File: src/source/pipe_pkg.sv
// widths, opcode and memory-code enums, stage payload structs, SRAM depth
`default_nettype none

package pipe_pkg;

    localparam int xlen       = 32;
    localparam int reg_addr_w = 5;
    localparam int mem_words  = 256;
    localparam int mem_addr_w = 8;

    // shift amounts take the low 5 bits of operand b
    typedef enum logic [3:0] {
        alu_add    = 4'd0,
        alu_sub    = 4'd1,
        alu_and    = 4'd2,
        alu_or     = 4'd3,
        alu_xor    = 4'd4,
        alu_sll    = 4'd5,
        alu_srl    = 4'd6,
        alu_slt    = 4'd7,
        alu_pass_b = 4'd8
    } alu_op_t;

    typedef enum logic [1:0] {
        mem_none  = 2'd0,
        mem_read  = 2'd1,
        mem_write = 2'd2
    } mem_rw_t;

    typedef struct packed {
        logic [xlen-1:0]       pc;
        logic [xlen-1:0]       sext_imm;
        logic [xlen-1:0]       rs1_data;
        logic [xlen-1:0]       rs2_data;
        alu_op_t               alu_op;
        logic [reg_addr_w-1:0] rd;
        logic                  rd_write;
        // pc instead of rs1
        logic                  alu_src_a;
        // immediate instead of rs2
        logic                  alu_src_b;
        mem_rw_t               mem_rw;
    } id_ex_t;

    // result carries the byte address for loads and stores
    typedef struct packed {
        logic [xlen-1:0]       result;
        logic [xlen-1:0]       store_data;
        logic [reg_addr_w-1:0] rd;
        logic                  rd_write;
        mem_rw_t               mem_rw;
    } ex_mem_t;

endpackage

`default_nettype wire

File: src/source/mem_bus_if.sv
// memory bus interface for one SRAM requester, requester and arbiter modports
`timescale 1ns/1ps
`default_nettype none

interface mem_bus_if;
    import pipe_pkg::*;

    logic                  req;
    logic                  we;
    // word address
    logic [mem_addr_w-1:0] addr;
    logic [xlen-1:0]       wdata;
    logic                  gnt;
    // valid the cycle after gnt
    logic [xlen-1:0]       rdata;

    modport requester (
        output req, we, addr, wdata,
        input  gnt, rdata
    );

    modport arbiter (
        input  req, we, addr, wdata,
        output gnt, rdata
    );

endinterface

`default_nettype wire

File: src/source/lsu.sv
// load/store unit, retires ALU results and does word loads and stores
`timescale 1ns/1ps
`default_nettype none

module lsu (
    input  wire logic                        clk,
    input  wire logic                        reset,

    input  wire logic                        in_valid_i,
    output logic                             in_ready_o,
    input  pipe_pkg::ex_mem_t                in_data_i,

    mem_bus_if.requester                     bus,

    output logic                             wb_valid_o,
    output logic [pipe_pkg::reg_addr_w-1:0]  wb_rd_o,
    output logic [pipe_pkg::xlen-1:0]        wb_data_o
);
    import pipe_pkg::*;

    typedef enum logic [1:0] {
        st_idle,
        st_wait_gnt,
        st_wait_data
    } lsu_state_t;

    lsu_state_t            state_q;
    lsu_state_t            state_d;
    logic                  mem_op;
    logic                  issue;
    logic [reg_addr_w-1:0] load_rd_q;
    logic                  load_wr_q;

    assign mem_op = in_data_i.mem_rw != mem_none;
    assign issue  = (state_q != st_wait_data) && in_valid_i && mem_op;

    // request comes straight from the held ex_mem item
    assign bus.req   = issue;
    assign bus.we    = in_data_i.mem_rw == mem_write;
    assign bus.addr  = in_data_i.result[mem_addr_w+1:2];
    assign bus.wdata = in_data_i.store_data;

    // a memory item leaves ex_mem only at its grant
    assign in_ready_o = (state_q != st_wait_data) && (!in_valid_i || !mem_op || bus.gnt);

    always_comb begin
        state_d = state_q;
        case (state_q)
            st_idle, st_wait_gnt: begin
                if (issue) begin
                    if (!bus.gnt) begin
                        state_d = st_wait_gnt;
                    end else if (in_data_i.mem_rw == mem_read) begin
                        state_d = st_wait_data;
                    end else begin
                        state_d = st_idle;
                    end
                end
            end
            st_wait_data: state_d = st_idle;
            default:      state_d = st_idle;
        endcase
    end

    always_ff @(posedge clk) begin
        if (reset) begin
            state_q    <= st_idle;
            wb_valid_o <= 1'b0;
        end else begin
            state_q    <= state_d;
            wb_valid_o <= 1'b0;
            if (state_q == st_wait_data) begin
                wb_valid_o <= load_wr_q;
            end else if (in_valid_i && !mem_op) begin
                wb_valid_o <= in_data_i.rd_write;
            end
        end
    end

    always_ff @(posedge clk) begin
        if (issue && bus.gnt) begin
            load_rd_q <= in_data_i.rd;
            load_wr_q <= in_data_i.rd_write;
        end
        if (state_q == st_wait_data) begin
            wb_rd_o   <= load_rd_q;
            wb_data_o <= bus.rdata;
        end else if (in_valid_i && !mem_op) begin
            wb_rd_o   <= in_data_i.rd;
            wb_data_o <= in_data_i.result;
        end
    end

endmodule

`default_nettype wire

File: src/flat_wrapper.sv
// flat-port wrapper written by rule: the top's interface ports become plain ports
module lsu_flat import pipe_pkg::*;
  (clk, reset, in_valid_i, in_ready_o, in_data_i, wb_valid_o, wb_rd_o, wb_data_o, bus_req, bus_we, bus_addr, bus_wdata, bus_gnt, bus_rdata);
  mem_bus_if bus_i ();
  input  wire logic clk;
  input  wire logic reset;
  input  wire logic in_valid_i;
  output logic in_ready_o;
  input  pipe_pkg::ex_mem_t in_data_i;
  output logic wb_valid_o;
  output logic [pipe_pkg::reg_addr_w-1:0] wb_rd_o;
  output logic [pipe_pkg::xlen-1:0] wb_data_o;
  output wire logic [$bits(bus_i.req)-1:0] bus_req;
  output wire logic [$bits(bus_i.we)-1:0] bus_we;
  output wire logic [$bits(bus_i.addr)-1:0] bus_addr;
  output wire logic [$bits(bus_i.wdata)-1:0] bus_wdata;
  input wire logic [$bits(bus_i.gnt)-1:0] bus_gnt;
  input wire logic [$bits(bus_i.rdata)-1:0] bus_rdata;
  assign bus_req = bus_i.req;
  assign bus_we = bus_i.we;
  assign bus_addr = bus_i.addr;
  assign bus_wdata = bus_i.wdata;
  assign bus_i.gnt = bus_gnt;
  assign bus_i.rdata = bus_rdata;
  lsu u_core (.clk(clk), .reset(reset), .in_valid_i(in_valid_i), .in_ready_o(in_ready_o), .in_data_i(in_data_i), .bus(bus_i), .wb_valid_o(wb_valid_o), .wb_rd_o(wb_rd_o), .wb_data_o(wb_data_o));
endmodule
File: config.mk
export PLATFORM = sky130hd
export DESIGN_NAME = lsu_flat
export DESIGN_NICKNAME = d
export VERILOG_FILES = /design/src/source/pipe_pkg.sv /design/src/source/mem_bus_if.sv /design/src/source/lsu.sv /design/src/flat_wrapper.sv
export SDC_FILE = /design/constraint.sdc
export NUM_CORES = 1
export LEC_CHECK = 0
export ABC_AREA = 1
export CAP_MARGIN = 20
export CORE_AREA = 5 5 101 103
export CTS_CLUSTER_DIAMETER = 40
export DETAILED_ROUTE_END_ITERATION = 10
export DIE_AREA = 0 0 106 108
export DONT_BUFFER_PORTS = 1
export SYNTH_ARGS = -nofsm -noshare
export SYNTH_HDL_FRONTEND = slang
export SYNTH_SLANG_ARGS = --single-unit
File: constraint.sdc
create_clock -name clk -period 1.7 [get_ports clk]
set_input_delay 0.17 -clock clk [delete_from_list [all_inputs] [get_ports clk]]
set_output_delay 0.17 -clock clk [all_outputs]
set_load 0.02 [all_outputs]
==> results.ini <==
[status]
status = complete, no violations

[detailed_routing]
vias_per_cell = 4.28
drt_iter0_drc = 101
first_pass_iters = 4
wl_mm = 5.10
post_drt_wl_per_cell_um = 16.1
ant_nets = 0
vias = 1358
post-route-drc-count = 0

[timing]
tns_ns = 0
rsz0062_at_grt = false
relSlewSlack = 0.683
min_period_over_period = 0.895
tightestPinTransition_ns = 0.475
fmax_mhz = 657
hold_viol = 0
clock_skew_ns = 0.00732
finalSetupViolCount = 0
period_minus_slack_ns = 1.52
drv_slew = 0

[floorplan]
rows = 35
die_x_um = 106
initial_core_util = 0.247
die-area_mm2 = 0.0114
ios = 189
core_area_mm2 = 0.00911
die_h_um = 108

[power]
p_leak_nw = 0.907
p_per_area_mw_per_mm2 = 934
irDropWorstVdd_v = 0.000305

[yosys]
yosys-top-cells-area = edfxtp_1 57%, nand2_1 20%, buf_4 15%
synth-seq-cells = 46
ys_seq_area_frac = 0.601
syn_nets = 344
synthDominantCellAreaShare = 0.575
yosys.area.top_type = edfxtp_1
syn_inst = 236
synth_area_per_cell_um2 = 9.52
netlist_area_mm2 = 0.00225
yosysWarnings = 0
yosysUniqueCellTypes = 13

[clock_tree]
cts_buffer_depth = 2
path_clk_slew_ns = 0.08
clock_sinks = 46
cts_tree = yes
cts_resized = 0
root_buffer = clkbuf_8
clkLatencyLatePin_ns = 0.29
postCtsSetupRepairBufs = 0
numCtsBuffers = 5
cts_htree_levels = 2

[setup_path]
critPathRequiredTime_ns = 1.53
cp_common_cell = inv_1
worstPathBufferInverterCount = 3
path_class = reg2out
end_kind = output pin
critical-path-top-delay-family = buffers and inverters
cp.arrival_ns = 1.35
max_stage_delay_ns = 0.38
cp_max_fo = 39
cp_slowest_cell = dfxtp_1
start_kind = register
path_cells = inv_1, nand2_1, buf_12, o21ai_0, inv_1

[layout]
syn2layout_area_growth_pct = -0.724
diodes = 0
multi_input_area_um2 = 512
instances_no_fill = 317
drive_above_1_share = 0.0680
seqCellArea_mm2 = 0.00135
final_nets = 313
nFillCells = 967

[place]
port_buffers = 0
dp.cells = 303
dp_hpwl_mm = 3.85
gp_congestion = 0.676

[hold_path]
hp-class = in2reg

[global_route]
grt_pass1_vias = 1399
antenna_found_initial = 0
gr-usage-all-layers = 0.0853
grt_pass1_wl_mm = 7.35
overflow = 0
grt_max_degree = 40

[run]
max-cap-violations = 0

[worst paths after layout]
path,from,end,slack (ns),cells past startpoint
setup / recovery,u_core.state_q[0],in_ready_o,0.18,5
hold / removal,bus_gnt,u_core.state_q[1],0.03,2
setup reg to reg,u_core.state_q[1],u_core.wb_data_o[10],0.29,5
hold reg to reg,u_core.load_rd_q[1],u_core.wb_rd_o[1],0.52,2
[layout make-up]
type / count / area share
Clock buffer: 6 / 0.0325
Clock inverter: 2 / 0.00393
Inverter: 11 / 0.0202
Multi-Input combinational cell: 131 / 0.229
Sequential cell: 46 / 0.606
Tap cell: 111 / 0.0623
Timing Repair Buffer: 10 / 0.0460
[synth_stat cells (all sizes together)]
cell and count:
edfxtp 43, inv 11, nor3 1, buf 48, o21ai 2, nand3 2, nand3b 1, dfxtp 3
nor2 8, nand2 117
[state kept, by name, summed over array words and instances (netlist names)]
signal and cells:
u_core.load_wr_q 1, u_core.state_q 2, u_core.load_rd_q 5, u_core.wb_rd_o 5, u_core.wb_data_o 32, u_core.wb_valid_o 1
[power by group]
| part | total (mW) | internal (mW) | switching [mW] |
|---|---|---|---|
| combinational | 0.120 | 0.0459 | 0.0746 |
| sequential | 1.34 | 1.29 | 0.0550 |
| clock | 0.619 | 0.283 | 0.336 |
| total | 2.08 | 1.62 | 0.466 |
[routing by layer]
layer	track usage	wire, um	up-vias
met3	0.0275	521	32
met5	0	0	-
met2	0.161	2710	99
met1	0.0785	1630	590
met4	0.0555	237	0
li1	-	-	637
[cells by family (layout without fill, tap and decap cells)]
kind of cell	Yosys count	in the layout	synth area share
buf+inv	59	29	0.174
simple gates	129	129	0.220
compound gates	2	2	0.00445
flops	46	46	0.601
[placed cells by master (no fill, tap or decap), types with 2 or more instances in the layout]
cell and n:
nand2_1 117, inv_1 9, edfxtp_1 43, clkbuf_8 5, dlygate4sd3_1 6, dfxtp_1 3, nor2_1 6, o21ai_0 2
buf_4 3, nand3_1 2
[timing repair]
item / CTS / global route
endpoints found under the setup margin: 0 / 0
hold buffers: 6 / 0
endpoints found under the hold margin: 6 / 0
[metrics by stage]
| step | hold WS [ns] | cell area (um2) | worst slack (ns) | utilization | power, mW |
|---|---|---|---|---|---|
| after floorplan | 0.269 | 2250 | 0.0744 | - | 1.59 |
| final | 0.0289 | 2230 | 0.179 | 0.245 | 2.08 |
| after detailed placement | 0.269 | 2090 | 0.271 | 0.229 | 1.49 |
| after CTS | 0.0118 | 2230 | 0.137 | 0.245 | 2.14 |
| after global routing | 0.0223 | 2230 | 0.0393 | 0.245 | 2.21 |
| after global placement | 0.269 | 2090 | 0.301 | 0.229 | 1.48 |
(Power assumes the default switching activity.)
