==> src/source/pipe_pkg.sv <==
// widths, opcode and memory-code enums, stage payload structs, SRAM depth
`default_nettype none

package pipe_pkg;

    localparam int xlen       = 32;
    localparam int reg_addr_w = 5;
    localparam int mem_words  = 256;
    localparam int mem_addr_w = 8;

    // shift amounts take the low 5 bits of operand b
    typedef enum logic [3:0] {
        alu_add    = 4'd0,
        alu_sub    = 4'd1,
        alu_and    = 4'd2,
        alu_or     = 4'd3,
        alu_xor    = 4'd4,
        alu_sll    = 4'd5,
        alu_srl    = 4'd6,
        alu_slt    = 4'd7,
        alu_pass_b = 4'd8
    } alu_op_t;

    typedef enum logic [1:0] {
        mem_none  = 2'd0,
        mem_read  = 2'd1,
        mem_write = 2'd2
    } mem_rw_t;

    typedef struct packed {
        logic [xlen-1:0]       pc;
        logic [xlen-1:0]       sext_imm;
        logic [xlen-1:0]       rs1_data;
        logic [xlen-1:0]       rs2_data;
        alu_op_t               alu_op;
        logic [reg_addr_w-1:0] rd;
        logic                  rd_write;
        // pc instead of rs1
        logic                  alu_src_a;
        // immediate instead of rs2
        logic                  alu_src_b;
        mem_rw_t               mem_rw;
    } id_ex_t;

    // result carries the byte address for loads and stores
    typedef struct packed {
        logic [xlen-1:0]       result;
        logic [xlen-1:0]       store_data;
        logic [reg_addr_w-1:0] rd;
        logic                  rd_write;
        mem_rw_t               mem_rw;
    } ex_mem_t;

endpackage

`default_nettype wire

==> src/source/mem_bus_if.sv <==
// memory bus interface for one SRAM requester, requester and arbiter modports
`timescale 1ns/1ps
`default_nettype none

interface mem_bus_if;
    import pipe_pkg::*;

    logic                  req;
    logic                  we;
    // word address
    logic [mem_addr_w-1:0] addr;
    logic [xlen-1:0]       wdata;
    logic                  gnt;
    // valid the cycle after gnt
    logic [xlen-1:0]       rdata;

    modport requester (
        output req, we, addr, wdata,
        input  gnt, rdata
    );

    modport arbiter (
        input  req, we, addr, wdata,
        output gnt, rdata
    );

endinterface

`default_nettype wire

==> src/source/host_port.sv <==
// host access port, one bus transaction per held host request
`timescale 1ns/1ps
`default_nettype none

module host_port (
    input  wire logic                  clk,
    input  wire logic                  reset,

    input  wire logic                  host_req_i,
    input  wire logic                  host_we_i,
    input  wire logic [pipe_pkg::xlen-1:0] host_addr_i,
    input  wire logic [pipe_pkg::xlen-1:0] host_wdata_i,
    output logic                       host_done_o,
    output logic [pipe_pkg::xlen-1:0]  host_rdata_o,

    mem_bus_if.requester               bus
);
    import pipe_pkg::*;

    typedef enum logic [1:0] {
        h_idle,
        h_req,
        h_data,
        h_release
    } host_state_t;

    host_state_t           state_q;
    logic                  we_q;
    logic [mem_addr_w-1:0] addr_q;
    logic [xlen-1:0]       wdata_q;

    assign bus.req   = state_q == h_req;
    assign bus.we    = we_q;
    assign bus.addr  = addr_q;
    assign bus.wdata = wdata_q;

    always_ff @(posedge clk) begin
        if (reset) begin
            state_q     <= h_idle;
            host_done_o <= 1'b0;
        end else begin
            host_done_o <= 1'b0;
            case (state_q)
                h_idle: begin
                    if (host_req_i) begin
                        state_q <= h_req;
                    end
                end
                h_req: begin
                    if (bus.gnt) begin
                        if (we_q) begin
                            host_done_o <= 1'b1;
                            state_q     <= h_release;
                        end else begin
                            state_q <= h_data;
                        end
                    end
                end
                h_data: begin
                    host_done_o <= 1'b1;
                    state_q     <= h_release;
                end
                // wait for the host to drop its request
                h_release: begin
                    if (!host_req_i) begin
                        state_q <= h_idle;
                    end
                end
                default: state_q <= h_idle;
            endcase
        end
    end

    always_ff @(posedge clk) begin
        if (state_q == h_idle && host_req_i) begin
            we_q    <= host_we_i;
            addr_q  <= host_addr_i[mem_addr_w+1:2];
            wdata_q <= host_wdata_i;
        end
        if (state_q == h_data) begin
            host_rdata_o <= bus.rdata;
        end
    end

endmodule

`default_nettype wire

==> src/flat_wrapper.sv <==
// flat-port wrapper written by rule: the top's interface ports become plain ports
module host_port_flat import pipe_pkg::*;
  (clk, reset, host_req_i, host_we_i, host_addr_i, host_wdata_i, host_done_o, host_rdata_o, bus_req, bus_we, bus_addr, bus_wdata, bus_gnt, bus_rdata);
  mem_bus_if bus_i ();
  input  wire logic clk;
  input  wire logic reset;
  input  wire logic host_req_i;
  input  wire logic host_we_i;
  input  wire logic [pipe_pkg::xlen-1:0] host_addr_i;
  input  wire logic [pipe_pkg::xlen-1:0] host_wdata_i;
  output logic host_done_o;
  output logic [pipe_pkg::xlen-1:0] host_rdata_o;
  output wire logic [$bits(bus_i.req)-1:0] bus_req;
  output wire logic [$bits(bus_i.we)-1:0] bus_we;
  output wire logic [$bits(bus_i.addr)-1:0] bus_addr;
  output wire logic [$bits(bus_i.wdata)-1:0] bus_wdata;
  input wire logic [$bits(bus_i.gnt)-1:0] bus_gnt;
  input wire logic [$bits(bus_i.rdata)-1:0] bus_rdata;
  assign bus_req = bus_i.req;
  assign bus_we = bus_i.we;
  assign bus_addr = bus_i.addr;
  assign bus_wdata = bus_i.wdata;
  assign bus_i.gnt = bus_gnt;
  assign bus_i.rdata = bus_rdata;
  host_port u_core (.clk(clk), .reset(reset), .host_req_i(host_req_i), .host_we_i(host_we_i), .host_addr_i(host_addr_i), .host_wdata_i(host_wdata_i), .host_done_o(host_done_o), .host_rdata_o(host_rdata_o), .bus(bus_i));
endmodule
==> config.mk <==
export PLATFORM = sky130hd
export DESIGN_NAME = host_port_flat
export DESIGN_NICKNAME = d
export VERILOG_FILES = /design/src/source/pipe_pkg.sv /design/src/source/mem_bus_if.sv /design/src/source/host_port.sv /design/src/flat_wrapper.sv
export SDC_FILE = /design/constraint.sdc
export NUM_CORES = 1
export LEC_CHECK = 0
export ABC_CLOCK_PERIOD_IN_PS = 1900
export BUFFER_PORTS_ARGS = -buffer_cell sky130_fd_sc_hd__buf_2
export CAP_MARGIN = 20
export CORE_ASPECT_RATIO = 1.2
export CORE_MARGIN = 4
export CORE_UTILIZATION = 36
export CTS_CLUSTER_SIZE = 24
export DETAILED_ROUTE_END_ITERATION = 7
export HOLD_SLACK_MARGIN = 0.15
export PLACE_DENSITY_LB_ADDON = 0.15
export SLEW_MARGIN = 20
export SYNTH_ARGS = -nofsm -noshare
export SYNTH_HDL_FRONTEND = slang
export SYNTH_SLANG_ARGS = --single-unit
==> constraint.sdc <==
create_clock -name clk -period 1.9 [get_ports clk]
set_clock_uncertainty 0.2 [all_clocks]
set_input_delay 0.19 -clock clk [delete_from_list [all_inputs] [get_ports clk]]
set_output_delay 0.19 -clock clk [all_outputs]
set_load 0.01 [all_outputs]
==> run summary <==
The slew at the pin closest to its max-slew limit is 228 ps. Using the TritonRoute via totals, the vias-per-cell ratio works out to about 4.2. The end point of the critical path is u_core.bus.wdata[23]$_DFFE_PP_.

The number of instances in the synthesized netlist is 96. The sequential fraction of the synthesis area came out at 92.6%. Yosys instantiated no cell more often than sky130_fd_sc_hd__edfxtp_1. In this run the worst hold path is classified as input pin to register. The hold violation count in the final report is 0. Setup repair after global routing left no endpoint under its margin. The largest fanout of any net on the critical path came out at roughly 40.

After synthesis, the largest area contributor takes up 90.2% of total cell area. The vertical extent of the die came out at 98.0 µm. Entering global routing, the biggest net connects 42 pins.

The reg-to-reg critical path endpoint is u_core.bus.wdata[23]$_DFFE_PP_. Across every metal layer, demand over resource in global routing totals roughly 17%. The first global-routing pass estimated 10500 µm of wire. The tree is rooted in a sky130_fd_sc_hd__clkbuf_8. The remaining routing DRC violations is 0. The cell count of the worst reg-to-reg path came out at 4.

The HPWL after detailed placement is 3900 µm. The final wirelength came out at around 6400 µm. The number of antenna-violating nets in the routed design is 0.

At the later pin of the worst-skew pair, clock insertion delay measures 330 ps. The share of synthesized flip-flops with an asynchronous set or reset is 0%. The count of state elements after synthesis came out at 76. The total area inside the core boundary comes to 0.00649 mm². The post-layout minimum cycle time is 1660 ps. The number of top-level design ports came out at 176. The number of setup violations in the final report is 0. For this run, the leading register cell type out of synthesis is sky130_fd_sc_hd__edfxtp_1. The layout has 473 filler cells. Sorting the synthesized cells by how often they occur yields sky130_fd_sc_hd__edfxtp_1, sky130_fd_sc_hd__ha_1, sky130_fd_sc_hd__dfxtp_1, sky130_fd_sc_hd__a31oi_1, sky130_fd_sc_hd__inv_1. In this run, CTS created clock tree buffers numbering 9. The diode insertion count for antenna repair is 0. The overall overflow remaining after global route came out at 0. The number of detailed-route iterations in the first pass is 3. In this run, post-CTS hold repair placed 76 buffers. The accumulated negative setup slack came out at 0 ps. The worst setup path is of the register to register kind.

The average instance area after synthesis came out at approximately 25 µm². After layout, the worst path uses 87.4% of the clock period. The H-tree generated during clock tree synthesis spans 3 levels. TritonCTS built the clock tree. The worst max-slew margin expressed relative to the limit is 84.8%. The final net count came out at approximately 440. The number of buffers inserted by port buffering came out at 151. The number of violations reported at the end of detailed-routing iteration 0 is 44. The library cell with the largest summed area after synthesis is sky130_fd_sc_hd__edfxtp_1.

The number of clock sinks seen by CTS came out at 76. The horizontal die dimension is 83.0 µm. After layout, the worst setup slack is between 200 and 250 ps. The sort of element at the end of the critical path is a register. After clock tree synthesis, the repair step resized 0 gates. The number of buffers inserted by post-CTS setup repair came out at 0. The critical path required time is 1720 ps. For this run, the top clock speed supported by timing is 602 MHz.

The total power per unit cell area is 1150 mW/mm². In this run the deepest clock path goes through 2 buffers. The number of distinct library cells after synthesis is 15. The number of enable flip-flop cells after synthesis is 73. Timing analysis after detailed placement gives a worst setup slack of 239 ps. The largest vdd supply drop came out at 0.697 mV. The global placer's final weighted congestion is between 0.7 and 0.8. The synthesized area came out at roughly 0.0024 mm².

After floorplanning, the core was divided into 32 placement rows. In this run the register-to-register setup slack is 240 ps. The ratio of cells with drive above 1 in the final layout came out at 50.4%. The final count of pins violating max slew is 0.

The number of global-route vias before repair was roughly 2000. The worst setup path is launched from a register. The area of the die is 0.00814 mm². The count of vias placed by the detailed router is between 1500 and 2000.

The area growth from synthesis to layout is 76.5%. Tracing the worst setup path back leads to its startpoint at u_core.state_q[1]$_SDFFE_PP0P_. The effective utilization at floorplan came out at 37.5%. The worst register-to-register path begins at u_core.state_q[1]$_SDFFE_PP0P_. The number of warnings printed during yosys synthesis came out at 0.

The post-detailed-route wirelength per cell came out at approximately 15 µm. The clock-pin slew reported for the worst setup and hold paths after clock tree synthesis came out at 90 ps. The initial antenna violation count is 0. The reported leakage power came out at 0.00181 µW.

Across the run, the number of max-cap violations was 0. The arrival time of data at the critical path endpoint is 1480 ps. The flow ran to the end, and the final reports show no timing, DRC or antenna violations. The synthesized net count came out at 203.

By area the synthesized netlist is led by sky130_fd_sc_hd__edfxtp_1, sky130_fd_sc_hd__ha_1, sky130_fd_sc_hd__dfxtp_1, sky130_fd_sc_hd__mux2i_4, sky130_fd_sc_hd__a31oi_1.
[cells by family after synthesis]
logic type	synth area share (%)
buf+inv	0.309
simple gates	1.34
fa+ha+maj	3.09
flops	92.6
mux	0.926
compound gates	1.70
[routing by layer]
metal	share of wire [%]	wire length, µm	global-route usage [%]	up-vias
met5	0	0	0	-
met4	1.7	108	7.80	0
met3	12	753	8.02	8
met2	50	3180	28.1	116
met1	37	2330	17.6	815
li1	-	-	-	861
[power by group]
part           total (µW)  internal, µW  switching [µW]
combinational        1290           565             730
clock                1190           613             576
sequential           2470          2360             109
[per-stage QoR]
step	cells	cell area, µm²	hold WS [ps]	utilization, %	total power, µW
global placement	334	3330	166	51.4	3670
detailed placement	334	3330	168	51.4	3680
finish	426	4290	361	66.2	4950
CTS	426	4290	335	66.2	5000
floorplan	96	2430	59.1	-	3080
global route	426	4290	343	66.2	5240
[placed cells by master (no fill, tap or decap), drive strengths merged, types with 2 or more instances in the layout]
cell | synthesis | final
edfxtp | 73 | 73
dfxtp | 3 | 3
ha | 6 | 6
clkbuf | 0 | 9
inv | 2 | 4
clkinv | 0 | 3
a31oi | 2 | 2
dlygate4sd3 | 0 | 76
buf | 0 | 153
[state kept, by name, summed over array words and instances, names as in the netlist]
| register | flops |
|---|---|
| u_core.host_rdata_o | 32 |
| u_core.state_q | 2 |
| u_core.host_done_o | 1 |
| u_core.bus.wdata | 32 |
| u_core.bus.we | 1 |
| u_core.bus.addr | 8 |
[worst min-delay path by stage]
stage	start	to	slack, ps	cells past startpoint
detailed placement	host_wdata_i[8]	u_core.bus.wdata[8]$_DFFE_PP_	170	1
CTS	host_wdata_i[31]	u_core.bus.wdata[31]$_DFFE_PP_	330	2
global route	host_addr_i[4]	u_core.bus.addr[2]$_DFFE_PP_	340	2
floorplan	reset	u_core.state_q[1]$_SDFFE_PP0P_	60	1
global placement	host_wdata_i[15]	u_core.bus.wdata[15]$_DFFE_PP_	170	1
finish	host_addr_i[9]	u_core.bus.addr[7]$_DFFE_PP_	360	2
[cell type report]
| type | count | area (µm²) | area share (%) |
|---|---|---|---|
| flip-flops and latches | 76 | 2250 | 52.5 |
| inverters | 2 | 7.51 | 0.175 |
| clock buffers | 9 | 124 | 2.89 |
| well taps | 85 | 106 | 2.48 |
| clock inverters | 7 | 73.8 | 1.72 |
| multi-input cells | 18 | 171 | 3.99 |
| repair buffers | 229 | 1560 | 36.3 |
[critical path, cell delays in order (launching register included)]
cell	delay (ps)
sky130_fd_sc_hd__dfxtp_1	340
sky130_fd_sc_hd__inv_1	150
sky130_fd_sc_hd__ha_1	230
sky130_fd_sc_hd__and2_2	180
sky130_fd_sc_hd__buf_12	230
(Power assumes the default switching activity.)
