==> config.mk <==
export PLATFORM = sky130hd
export DESIGN_NAME = mem_arbiter_flat
export DESIGN_NICKNAME = d
export VERILOG_FILES = /design/src/source/pipe_pkg.sv /design/src/source/mem_bus_if.sv /design/src/source/mem_arbiter.sv /design/src/flat_wrapper.sv
export SDC_FILE = /design/constraint.sdc
export NUM_CORES = 1
export LEC_CHECK = 0
export ABC_AREA = 1
export BUFFER_PORTS_ARGS = -buffer_cell sky130_fd_sc_hd__buf_2
export CAP_MARGIN = 20
export CORE_AREA = 2 2 86 88
export DETAILED_ROUTE_END_ITERATION = 6
export DIE_AREA = 0 0 88 90
export REMOVE_ABC_BUFFERS = 1
export SYNTH_ARGS = -nofsm -noshare
export SYNTH_HDL_FRONTEND = slang
export SYNTH_SLANG_ARGS = --single-unit
export TNS_END_PERCENT = 5
==> constraint.sdc <==
create_clock -name clk -period 0.8 [get_ports clk]
set_input_delay 0.04 -clock clk [delete_from_list [all_inputs] [get_ports clk]]
set_output_delay 0.04 -clock clk [all_outputs]
set_load 0.05 [all_outputs]
==> src/source/pipe_pkg.sv <==
// widths, opcode and memory-code enums, stage payload structs, SRAM depth
`default_nettype none

package pipe_pkg;

    localparam int xlen       = 32;
    localparam int reg_addr_w = 5;
    localparam int mem_words  = 256;
    localparam int mem_addr_w = 8;

    // shift amounts take the low 5 bits of operand b
    typedef enum logic [3:0] {
        alu_add    = 4'd0,
        alu_sub    = 4'd1,
        alu_and    = 4'd2,
        alu_or     = 4'd3,
        alu_xor    = 4'd4,
        alu_sll    = 4'd5,
        alu_srl    = 4'd6,
        alu_slt    = 4'd7,
        alu_pass_b = 4'd8
    } alu_op_t;

    typedef enum logic [1:0] {
        mem_none  = 2'd0,
        mem_read  = 2'd1,
        mem_write = 2'd2
    } mem_rw_t;

    typedef struct packed {
        logic [xlen-1:0]       pc;
        logic [xlen-1:0]       sext_imm;
        logic [xlen-1:0]       rs1_data;
        logic [xlen-1:0]       rs2_data;
        alu_op_t               alu_op;
        logic [reg_addr_w-1:0] rd;
        logic                  rd_write;
        // pc instead of rs1
        logic                  alu_src_a;
        // immediate instead of rs2
        logic                  alu_src_b;
        mem_rw_t               mem_rw;
    } id_ex_t;

    // result carries the byte address for loads and stores
    typedef struct packed {
        logic [xlen-1:0]       result;
        logic [xlen-1:0]       store_data;
        logic [reg_addr_w-1:0] rd;
        logic                  rd_write;
        mem_rw_t               mem_rw;
    } ex_mem_t;

endpackage

`default_nettype wire

==> src/source/mem_bus_if.sv <==
// memory bus interface for one SRAM requester, requester and arbiter modports
`timescale 1ns/1ps
`default_nettype none

interface mem_bus_if;
    import pipe_pkg::*;

    logic                  req;
    logic                  we;
    // word address
    logic [mem_addr_w-1:0] addr;
    logic [xlen-1:0]       wdata;
    logic                  gnt;
    // valid the cycle after gnt
    logic [xlen-1:0]       rdata;

    modport requester (
        output req, we, addr, wdata,
        input  gnt, rdata
    );

    modport arbiter (
        input  req, we, addr, wdata,
        output gnt, rdata
    );

endinterface

`default_nettype wire

==> src/source/mem_arbiter.sv <==
// fixed-priority SRAM arbiter, lsu over host, with read data return
`timescale 1ns/1ps
`default_nettype none

module mem_arbiter (
    input  wire logic                         clk,
    input  wire logic                         reset,

    mem_bus_if.arbiter                        lsu_bus,
    mem_bus_if.arbiter                        host_bus,

    output logic                              sram_en_o,
    output logic                              sram_we_o,
    output logic [pipe_pkg::mem_addr_w-1:0]   sram_addr_o,
    output logic [pipe_pkg::xlen-1:0]         sram_wdata_o,
    input  wire logic [pipe_pkg::xlen-1:0]    sram_rdata_i
);

    logic host_win;
    logic lsu_sel_q;
    logic host_sel_q;

    // host only gets a cycle the lsu leaves idle
    assign host_win     = host_bus.req && !lsu_bus.req;
    assign lsu_bus.gnt  = lsu_bus.req;
    assign host_bus.gnt = host_win;

    assign sram_en_o    = lsu_bus.req || host_bus.req;
    assign sram_we_o    = lsu_bus.req ? lsu_bus.we    : host_bus.we;
    assign sram_addr_o  = lsu_bus.req ? lsu_bus.addr  : host_bus.addr;
    assign sram_wdata_o = lsu_bus.req ? lsu_bus.wdata : host_bus.wdata;

    // winner of the previous cycle owns this cycle's read data
    always_ff @(posedge clk) begin
        if (reset) begin
            lsu_sel_q  <= 1'b0;
            host_sel_q <= 1'b0;
        end else begin
            lsu_sel_q  <= lsu_bus.req;
            host_sel_q <= host_win;
        end
    end

    assign lsu_bus.rdata  = lsu_sel_q  ? sram_rdata_i : '0;
    assign host_bus.rdata = host_sel_q ? sram_rdata_i : '0;

endmodule

`default_nettype wire

==> src/flat_wrapper.sv <==
// flat-port wrapper written by rule: the top's interface ports become plain ports
module mem_arbiter_flat 
  (clk, reset, sram_en_o, sram_we_o, sram_addr_o, sram_wdata_o, sram_rdata_i, lsu_bus_req, lsu_bus_we, lsu_bus_addr, lsu_bus_wdata, lsu_bus_gnt, lsu_bus_rdata, host_bus_req, host_bus_we, host_bus_addr, host_bus_wdata, host_bus_gnt, host_bus_rdata);
  mem_bus_if lsu_bus_i ();
  mem_bus_if host_bus_i ();
  input  wire logic clk;
  input  wire logic reset;
  output logic sram_en_o;
  output logic sram_we_o;
  output logic [pipe_pkg::mem_addr_w-1:0] sram_addr_o;
  output logic [pipe_pkg::xlen-1:0] sram_wdata_o;
  input  wire logic [pipe_pkg::xlen-1:0] sram_rdata_i;
  input wire logic [$bits(lsu_bus_i.req)-1:0] lsu_bus_req;
  input wire logic [$bits(lsu_bus_i.we)-1:0] lsu_bus_we;
  input wire logic [$bits(lsu_bus_i.addr)-1:0] lsu_bus_addr;
  input wire logic [$bits(lsu_bus_i.wdata)-1:0] lsu_bus_wdata;
  output wire logic [$bits(lsu_bus_i.gnt)-1:0] lsu_bus_gnt;
  output wire logic [$bits(lsu_bus_i.rdata)-1:0] lsu_bus_rdata;
  input wire logic [$bits(host_bus_i.req)-1:0] host_bus_req;
  input wire logic [$bits(host_bus_i.we)-1:0] host_bus_we;
  input wire logic [$bits(host_bus_i.addr)-1:0] host_bus_addr;
  input wire logic [$bits(host_bus_i.wdata)-1:0] host_bus_wdata;
  output wire logic [$bits(host_bus_i.gnt)-1:0] host_bus_gnt;
  output wire logic [$bits(host_bus_i.rdata)-1:0] host_bus_rdata;
  assign lsu_bus_i.req = lsu_bus_req;
  assign lsu_bus_i.we = lsu_bus_we;
  assign lsu_bus_i.addr = lsu_bus_addr;
  assign lsu_bus_i.wdata = lsu_bus_wdata;
  assign lsu_bus_gnt = lsu_bus_i.gnt;
  assign lsu_bus_rdata = lsu_bus_i.rdata;
  assign host_bus_i.req = host_bus_req;
  assign host_bus_i.we = host_bus_we;
  assign host_bus_i.addr = host_bus_addr;
  assign host_bus_i.wdata = host_bus_wdata;
  assign host_bus_gnt = host_bus_i.gnt;
  assign host_bus_rdata = host_bus_i.rdata;
  mem_arbiter u_core (.clk(clk), .reset(reset), .lsu_bus(lsu_bus_i), .host_bus(host_bus_i), .sram_en_o(sram_en_o), .sram_we_o(sram_we_o), .sram_addr_o(sram_addr_o), .sram_wdata_o(sram_wdata_o), .sram_rdata_i(sram_rdata_i));
endmodule
==> results of run 1 <==
## flip-flops by register name, summed over array words and instances (netlist names)
signal             cells
u_core.host_sel_q      1
u_core.lsu_sel_q       1
## Yosys cell counts
master	number
buf_12	2
buf_4	10
dfxtp_1	2
or2_2	1
nor2_2	1
inv_8	1
nand2_1	169
buf_6	4
nor2_1	1
inv_1	65
nand2_2	19
## cell type report
type / count / share of cell area, %
clock buffers: 3 / 1.298
inverters: 66 / 8.179
well taps: 99 / 3.893
flip-flops and latches: 2 / 1.494
multi-input cells: 191 / 24.58
repair buffers: 236 / 60.56
## per-stage QoR
stage	hold WS [ns]	worst slack, ns	utilization (%)
2_1_floorplan	0.08000	-0.4496	-
3_3_place_gp	0.2229	-0.1779	34.25
3_5_place_dp	0.2190	-0.1956	34.25
4_1_cts	0.2334	-0.2879	43.02
5_1_grt	0.2514	-0.3358	45.32
6_report	0.2293	-0.3003	45.32
## placed cells by master, fill, tap and decap left out
| master | synthesis | final |
|---|---|---|
| inv_1 | 65 | 36 |
| inv_2 | 0 | 29 |
| buf_16 | 0 | 2 |
| buf_2 | 0 | 118 |
| dlygate4sd3_1 | 0 | 1 |
| nand2_2 | 19 | 24 |
| clkbuf_8 | 0 | 3 |
| buf_12 | 2 | 3 |
| inv_12 | 0 | 1 |
| clkbuf_4 | 0 | 6 |
| dfxtp_4 | 0 | 2 |
| nor2_2 | 1 | 1 |
| clkbuf_16 | 0 | 1 |
| nand2_1 | 169 | 164 |
| buf_6 | 4 | 40 |
| or2_2 | 1 | 1 |
| buf_4 | 10 | 38 |
| nor2_1 | 1 | 1 |
| buf_8 | 0 | 27 |
## power breakdown
part           switching, mW  leakage (nW)  internal, mW  total, mW
Combinational           1.55          2.18         0.854       2.40
Sequential            0.0125        0.0178         0.102      0.115
Clock                 0.0678        0.0216         0.317      0.385
Total                   1.63          2.21          1.27       2.90
## metal layers
layer  GRT usage, %  part of all wire [%]  vias up
met3          2.847                   9.7        6
met2          30.37                    53      140
met4          2.821                  0.82        0
met5              0                     0        -
li1               -                     -     1194
met1          16.28                    37      965
## cell families after synthesis
kind of cell           count (synthesis)  share of synthesized area, %
AND/OR/NAND/NOR                      191                         62.82
flip-flops                             2                         3.269
buffers and inverters                 82                         33.91
## worst paths after layout
kind / from / end / slack, ns
min: host_bus_req / u_core.host_sel_q / 0.23
max: u_core.lsu_sel_q / lsu_bus_rdata[16] / -0.30
## repair_timing
| item | in CTS | in global routing |
|---|---|---|
| hold endpoints to repair | 1 | 0 |
| cloned | 2 | 1 |
| hold buffers | 1 | 0 |
| setup endpoints to repair | 107 | 107 |
| gates resized for setup | 173 | 69 |
==> results.md, run 1 <==
* Status: finished, violations left
* Failing checks: setup timing
* Worst Path Arrival at ~1.1 ns
* Root Buffer: clkbuf_8
* DRT iter0 DRCs at 29
* ANT nets after route at 0
* Gr ovfl total at 0
* Via count at 2305
* Clock sink count at 2
* Avg Cell Area, Syn at 4.454 um2
* Final nets at slightly above 600
* Worst Tran Pin Value at 0.2955 ns
* Initial antenna violation count at 0
* Fin. Hold Viols at 0
* Final Max Slew Viols at 0
* Crit path kind: reg -> out
* Cells after DPL at 590
* # IOs at roughly 230
* Slowest CP cell: dfxtp_4
* Leakage Power at ~2.2 nW
* Cell count after synthesis at 275
* Mapped Area at 1225 um2
* Largest net degree at the start of global routing at 44
* Min-delay worst type: in -> reg
* Final non-filler cell total at 597
* #FFs+latches synth at 2
* Fillers at around 700
* CP cell instances: buf_16 -> nand2_1 -> inv_1 -> buf_6
* Max VDD drop at 0.0004705 V
* Area growth from synthesis to layout at 159.8%
* Sum Neg Setup Slack at -16.46 ns
* Fin crit share at 137.5%
* Chip width at 88 um
* FMAX at a little over 900 MHz
* Worst Setup Start Kind: flop
* Port bufs at around 230
* Core area at about 7000 um2
* Drt drc at 0
* Post-route cell area at ~3200 um2
* Rel. slew slack at around four fifths
* Post-synthesis sequential area ratio at 3.269%
* Share of post-route cells with drive strength above 1 at about three fifths
* Crit path depth at 4
* Minimum clock period at around 1.1 ns
* Clock Pin Slew Worst Setup and Hold Paths at 0.03 ns
* Final setup fails at 66
* WP buf/inv at 3
* H-tree level count at 1
* Power per cell area at approximately 900 nW/um2
* Area contributors post-synth: nand2_1 52%, inv_1 20%, nand2_2 9.7%
* Crit-path max FO at 16
* Final WS setup at -0.3003 ns
* CTS Buffer Depth at 2
* Post-synth top area cell: nand2_1
* Vias in the first global route at between 2000 and 2500
* Crit-path max cell delay at about 0.40 ns
* Die height at approximately 90 um
* Post-synth top area share at around 52%
* Detailed Route WL at about 6800 um
* Avg Vias per Cell at roughly 3.9
* All-Layer GR Usage at approximately 15%
* Multi-input logic area at between 700 and 800 um2
* Detailed Routing Iterations Pass 1 at 4
* Worst path required time at approximately 0.76 ns
* Unrepaired setup endpoints after global routing: true
* Die Area at 7920 um2
* Element type at the critical path end: primary output
* Mean routed wirelength per cell at 11.38 um
* YS warnings at 0
* Antenna cell count at 0
* First-pass GRT wire length at ~9800 um
* TritonCTS Buffers at 3
* Seq. cell area at roughly 48 um2
* FP Rows at 31
* Final HPWL DP at about 5000 um
* Routability cong. at 0.8717
* CTS tree: yes
* WHS Path Cells at 4
* Max cap viols at 0
* Distinct cells, synth at 11
* Post-place instance area at between 2000 and 2500 um2
* Initial Util at approximately 17%
* Post-CTS repair timing setup buffer count at 0
* Largest delay contributor family on the critical path: flip-flops
* Tot Pwr at 2.900 mW
Power figures use the tool's default switching activity.
==> inputs of run 2 (changes only) <==
--- a/config.mk
+++ b/config.mk
@@ -6,7 +6,7 @@
 export NUM_CORES = 1
 export LEC_CHECK = 0
 export ABC_AREA = 1
-export BUFFER_PORTS_ARGS = -buffer_cell sky130_fd_sc_hd__buf_2
+export BUFFER_PORTS_ARGS = -buffer_cell sky130_fd_sc_hd__buf_4
 export CAP_MARGIN = 20
 export CORE_AREA = 2 2 86 88
 export DETAILED_ROUTE_END_ITERATION = 6
==> results.md, run 2 (synthesis results as in run 1) <==
* Mean routed wirelength per cell at about 11 um
* Clock sink count at 2
* ANT nets after route at 0
* Routability cong. at between 0.8 and 0.9
* Chip width at just under 90 um
* Status: finished, violations left
* Min-delay worst type: in -> reg
* Initial Util at between 15 and 20%
* Failing checks: setup timing
* Area growth from synthesis to layout at 176.4%
* Fin crit share at 132.8%
* Max cap viols at 0
* Worst Tran Pin Value at around 0.21 ns
* Root Buffer: clkbuf_8
* Crit-path max cell delay at ~0.37 ns
* Final HPWL DP at between 5000 and 6000 um
* WHS at between 0.2 and 0.25 ns
* Power per cell area at 887.3 nW/um2
* Final setup fails at 70
* Max VDD drop at 0.0004186 V
* Largest net degree at the start of global routing at 44
* TritonCTS Buffers at 3
* Minimum clock period at 1.062 ns
* Tot Pwr at roughly 3 mW
* Switch share at a little over half
* Die height at about 90 um
* Crit path kind: reg -> out
* Die Area at roughly 7900 um2
* Crit-path max FO at 16
* Fillers at 699
* # IOs at about 230
* Post-CTS repair timing setup buffer count at 0
* Most frequent cells in the layout: 169 x nand2_1, 163 x buf_4, 47 x buf_6
* Drt drc at 0
* Share of post-route cells with drive strength above 1 at between 50% and 60%
* Core area at between 7000 and 8000 um2
* Clock Pin Slew Worst Setup and Hold Paths at roughly 0.03 ns
* All-Layer GR Usage at 15.64%
* Final nets at between 600 and 700
* Final Max Slew Viols at 0
* Vias in the first global route at about 2200
* Final Util at 48.23%
* Element type at the critical path end: primary output
* FP Rows at 31
* Gr ovfl total at 0
* CP cell instances: buf_12 -> nand2_1 -> inv_1 -> buf_6
* Final WS setup at -0.2625 ns
* Unrepaired setup endpoints after global routing: true
* Power Internal at 1.399 mW
* Detailed Routing Iterations Pass 1 at 4
* FMAX at about 940 MHz
* Worst Path Arrival at about 1 ns
* First-pass GRT wire length at between 10000 and 15000 um
* Fin. Hold Viols at 0
* GR Util met1 at between 10% and 20%
* Sum Neg Setup Slack at -15.51 ns
* Leakage Power at 2.308 nW
* Seq pwr share at roughly 3.7%
* Initial antenna violation count at 0
* Met2 usage at 30.49%
* Largest registers: u_core.host_sel_q x1, u_core.lsu_sel_q x1
* Port bufs at 225
* DRT iter0 DRCs at 19
* Post-place instance area at 2948 um2
* Detailed Route WL at ~6600 um
* Most used routing layer: met2
* Rel. slew slack at 85.97%
* H-tree level count at 1
* Worst Setup Start Kind: flop
* CTS tree: yes
* Avg Vias per Cell at around 3.8
* Worst path required time at about 0.76 ns
* Antenna cell count at 0
* Clock power share at around an eighth
* Comb power frac at about 83%
* Post-place setup slack at -0.1115 ns
* Via count at 2277
* CTS Buffer Depth at 2
* WP buf/inv at 3
* Met3 usage at under 10%
* Leading cell type in the layout, fill and taps excluded: nand2_1
* Cells after DPL at between 500 and 600
* Net Sw Power at between 1.5 and 2 mW
* Slowest CP cell: dfxtp_4
* Final non-filler cell total at around 600
* Largest delay contributor family on the critical path: flip-flops
* Post-route cell area at ~3400 um2
run 2: cell count changes in the layout (fill, tap and decap cells not counted), moves of 5 or more:
cell | before | now
inv_1 | 36 | 46
buf_8 | 27 | 19
buf_4 | 38 | 163
buf_2 | 118 | 0
nand2_2 | 24 | 19
nand2_1 | 164 | 169
inv_2 | 29 | 19
buf_6 | 40 | 47
clkbuf_4 | 6 | 0
run 2: per-layer routing:
metal | share of wire (%) | vias to the layer above
met2 | 53 | 134
met1 | 33 | 951
met3 | 13 | 6
li1 | - | 1186
met5 | 0 | -
met4 | 0.83 | 0
run 2: worst paths after layout:
check / start / endpoint / cells past startpoint
max: u_core.host_sel_q / host_bus_rdata[15] / 4
min: host_bus_req / u_core.host_sel_q / 4
run 2: timing repair:
action,CTS,global route
cloned,2,0
gates resized for setup,73,38
endpoints found under the hold margin,2,0
endpoints found under the setup margin,103,106
hold buffers,1,0
run 2: cell type report:
cell class / instances / area (um2) / area share [%]
timing repair buffer: 234 / 2143 / 63.30
multi-input combinational: 191 / 769.5 / 22.73
inverter: 66 / 260.3 / 7.687
tap: 99 / 123.9 / 3.659
sequential: 2 / 47.55 / 1.404
clock buffer: 3 / 41.29 / 1.220
run 2: power by group through the flow:
stage          sequential (mW)  clock [mW]  combinational [mW]
6_report                 0.112       0.400                2.49
5_1_grt                  0.113       0.421                2.63
4_1_cts                  0.113       0.415                2.47
3_5_place_dp             0.110           0                2.35
3_3_place_gp             0.110           0                2.34
2_1_floorplan            0.134           0                1.27
==> inputs of run 3 (changes only) <==
--- a/config.mk
+++ b/config.mk
@@ -8,10 +8,13 @@
 export ABC_AREA = 1
 export BUFFER_PORTS_ARGS = -buffer_cell sky130_fd_sc_hd__buf_4
 export CAP_MARGIN = 20
-export CORE_AREA = 2 2 86 88
+export CELL_PAD_IN_SITES_DETAIL_PLACEMENT = 0
+export CELL_PAD_IN_SITES_GLOBAL_PLACEMENT = 1
+export CORE_MARGIN = 2
+export CORE_UTILIZATION = 12
 export DETAILED_ROUTE_END_ITERATION = 6
-export DIE_AREA = 0 0 88 90
-export REMOVE_ABC_BUFFERS = 1
+export PLACE_DENSITY_LB_ADDON = 0.1
+export SKIP_LAST_GASP = 1
 export SYNTH_ARGS = -nofsm -noshare
 export SYNTH_HDL_FRONTEND = slang
 export SYNTH_SLANG_ARGS = --single-unit
==> results.md, run 3 (synthesis results as in run 1) <==
* Status: finished, violations left
* Failing checks: setup timing
* Area growth from synthesis to layout at 221.2%
* Final HPWL DP at around 5600 um
* TritonCTS Buffers at 3
* Rel. slew slack at 87.56%
* CTS Buffer Depth at 2
* CTS tree: yes
* Worst Setup Start Kind: flop
* Hold Path Sink: u_core.host_sel_q
* Max cap viols at 0
* Slowest CP cell: dfxtp_4
* Die Area at around 11000 um2
* Die height at 105.0 um
* Min-delay worst type: in -> reg
* Final setup fails at 64
* FP Rows at 36
* Cells after DPL at around 630
* Most frequent cells in the layout: 180 x buf_4, 108 x nand2_1, 69 x nand2_2
* Final non-filler cell total at between 600 and 700
* # IOs at around 230
* Via count at 2314
* Drt drc at 0
* Mean routed wirelength per cell at approximately 10 um
* Worst path required time at 0.76 ns
* WHS Path Cells at 3
* Fin crit share at 138.3%
* All-Layer GR Usage at around 11%
* FMAX at between 900 and 1000 MHz
* Root Buffer: clkbuf_8
* Final Max Slew Viols at 0
* Largest net degree at the start of global routing at 20
* Initial Util at about 12%
* Chip width at ~110 um
* Max VDD drop at between 0.0004 and 0.0005 V
* DRT iter0 DRCs at 55
* Worst Path Arrival at around 1.1 ns
* Share of post-route cells with drive strength above 1 at between 70 and 80%
* Initial antenna violation count at 0
* Final nets at approximately 620
* Syn_nets at between 300 and 400
* HP Start: host_bus_req
* Detailed Routing Iterations Pass 1 at 4
* Port bufs at about 230
* Crit path kind: reg -> out
* Largest registers: u_core.host_sel_q x1, u_core.lsu_sel_q x1
* Leading cell type in the layout, fill and taps excluded: buf_4
* Final WS setup at -0.3061 ns
* Core area at 9819 um2
* First-pass GRT wire length at around 11000 um
* Antenna cell count at 0
* H-tree level count at 1
* Fin. Hold Viols at 0
* Post-place setup slack at -0.1445 ns
* Avg Vias per Cell at between 3 and 4
* Element type at the critical path end: primary output
* Power per cell area at 817.9 nW/um2
* Leakage Power at between 1.5 and 2 nW
* Clock Pin Slew Worst Setup and Hold Paths at 0.03 ns
* Crit-path max cell delay at about 0.38 ns
* CP cell instances: buf_16 -> nand2_4 -> clkinvlp_4 -> buf_8
* Clock sink count at 2
* Detailed Route WL at 6639 um
* Gr ovfl total at 0
* Sum Neg Setup Slack at -18.09 ns
* Crit-path max FO at 8
* Vias in the first global route at ~2200
* Unrepaired setup endpoints after global routing: true
* ANT nets after route at 0
* Minimum clock period at between 1 and 1.5 ns
* Routability cong. at about 0.8
* Worst Tran Pin Value at between 0.15 and 0.2 ns
## run 3: what timing repair did
item | in CTS | in global routing
hold buffers | 1 | 0
gates cloned | 1 | 0
setup endpoints to repair | 83 | 97
setup buffers | 0 | 0
endpoints found under the hold margin | 1 | 0
gates resized for setup | 86 | 13
pin swaps | 0 | 1
## run 3: routing by layer
metal  wire length [um]  vias up  track usage [%]
met3                586        4            2.433
li1                   -     1204                -
met5                  0        -                0
met2               3733      124            22.54
met1               2254      982            12.10
met4                 64        0            3.143
## run 3: critical path: cells and delay by family, from the launching register on
kind	cells	cell delay, ns
buf+inv	3	0.40
simple gates	1	0.08
flops	1	0.38
## run 3: where the power goes
| group | leakage (nW) | internal (mW) | switching [mW] |
|---|---|---|---|
| logic | 1.91 | 1.09 | 1.62 |
| registers | 0.0178 | 0.103 | 0.0145 |
| clock network | 0.0216 | 0.318 | 0.0742 |
## run 3: through the flow
| stage | power [mW] | hold WS, ns | cell area [um2] | util [%] |
|---|---|---|---|---|
| floorplan | 1.650 | 0.09948 | 1613 | - |
| global placement | 2.667 | 0.2061 | 3498 | 35.63 |
| detailed placement | 2.671 | 0.2098 | 3498 | 35.63 |
| CTS | 3.242 | 0.1194 | 3891 | 39.63 |
| global route | 3.407 | 0.1393 | 3935 | 40.07 |
| finish | 3.218 | 0.1195 | 3935 | 40.07 |
## run 3: worst max path at each step
stage	slack, ns	endpoint	depth (start not counted)	start
after floorplan	-0.03	lsu_bus_rdata[22]	3	u_core.lsu_sel_q
after global placement	-0.13	host_bus_rdata[4]	4	u_core.host_sel_q
after detailed placement	-0.14	host_bus_rdata[29]	4	u_core.host_sel_q
after CTS	-0.31	lsu_bus_rdata[27]	4	u_core.lsu_sel_q
after global routing	-0.35	lsu_bus_rdata[18]	4	u_core.lsu_sel_q
final	-0.31	lsu_bus_rdata[9]	4	u_core.lsu_sel_q
## run 3: layout make-up
cell class,instances,area (um2)
fill,1057,5884
tap,133,166.4
sequential,2,47.55
multi-input combinational,191,977.2
timing repair buffer,242,2222
clock buffer,3,41.29
inverter,66,480.5
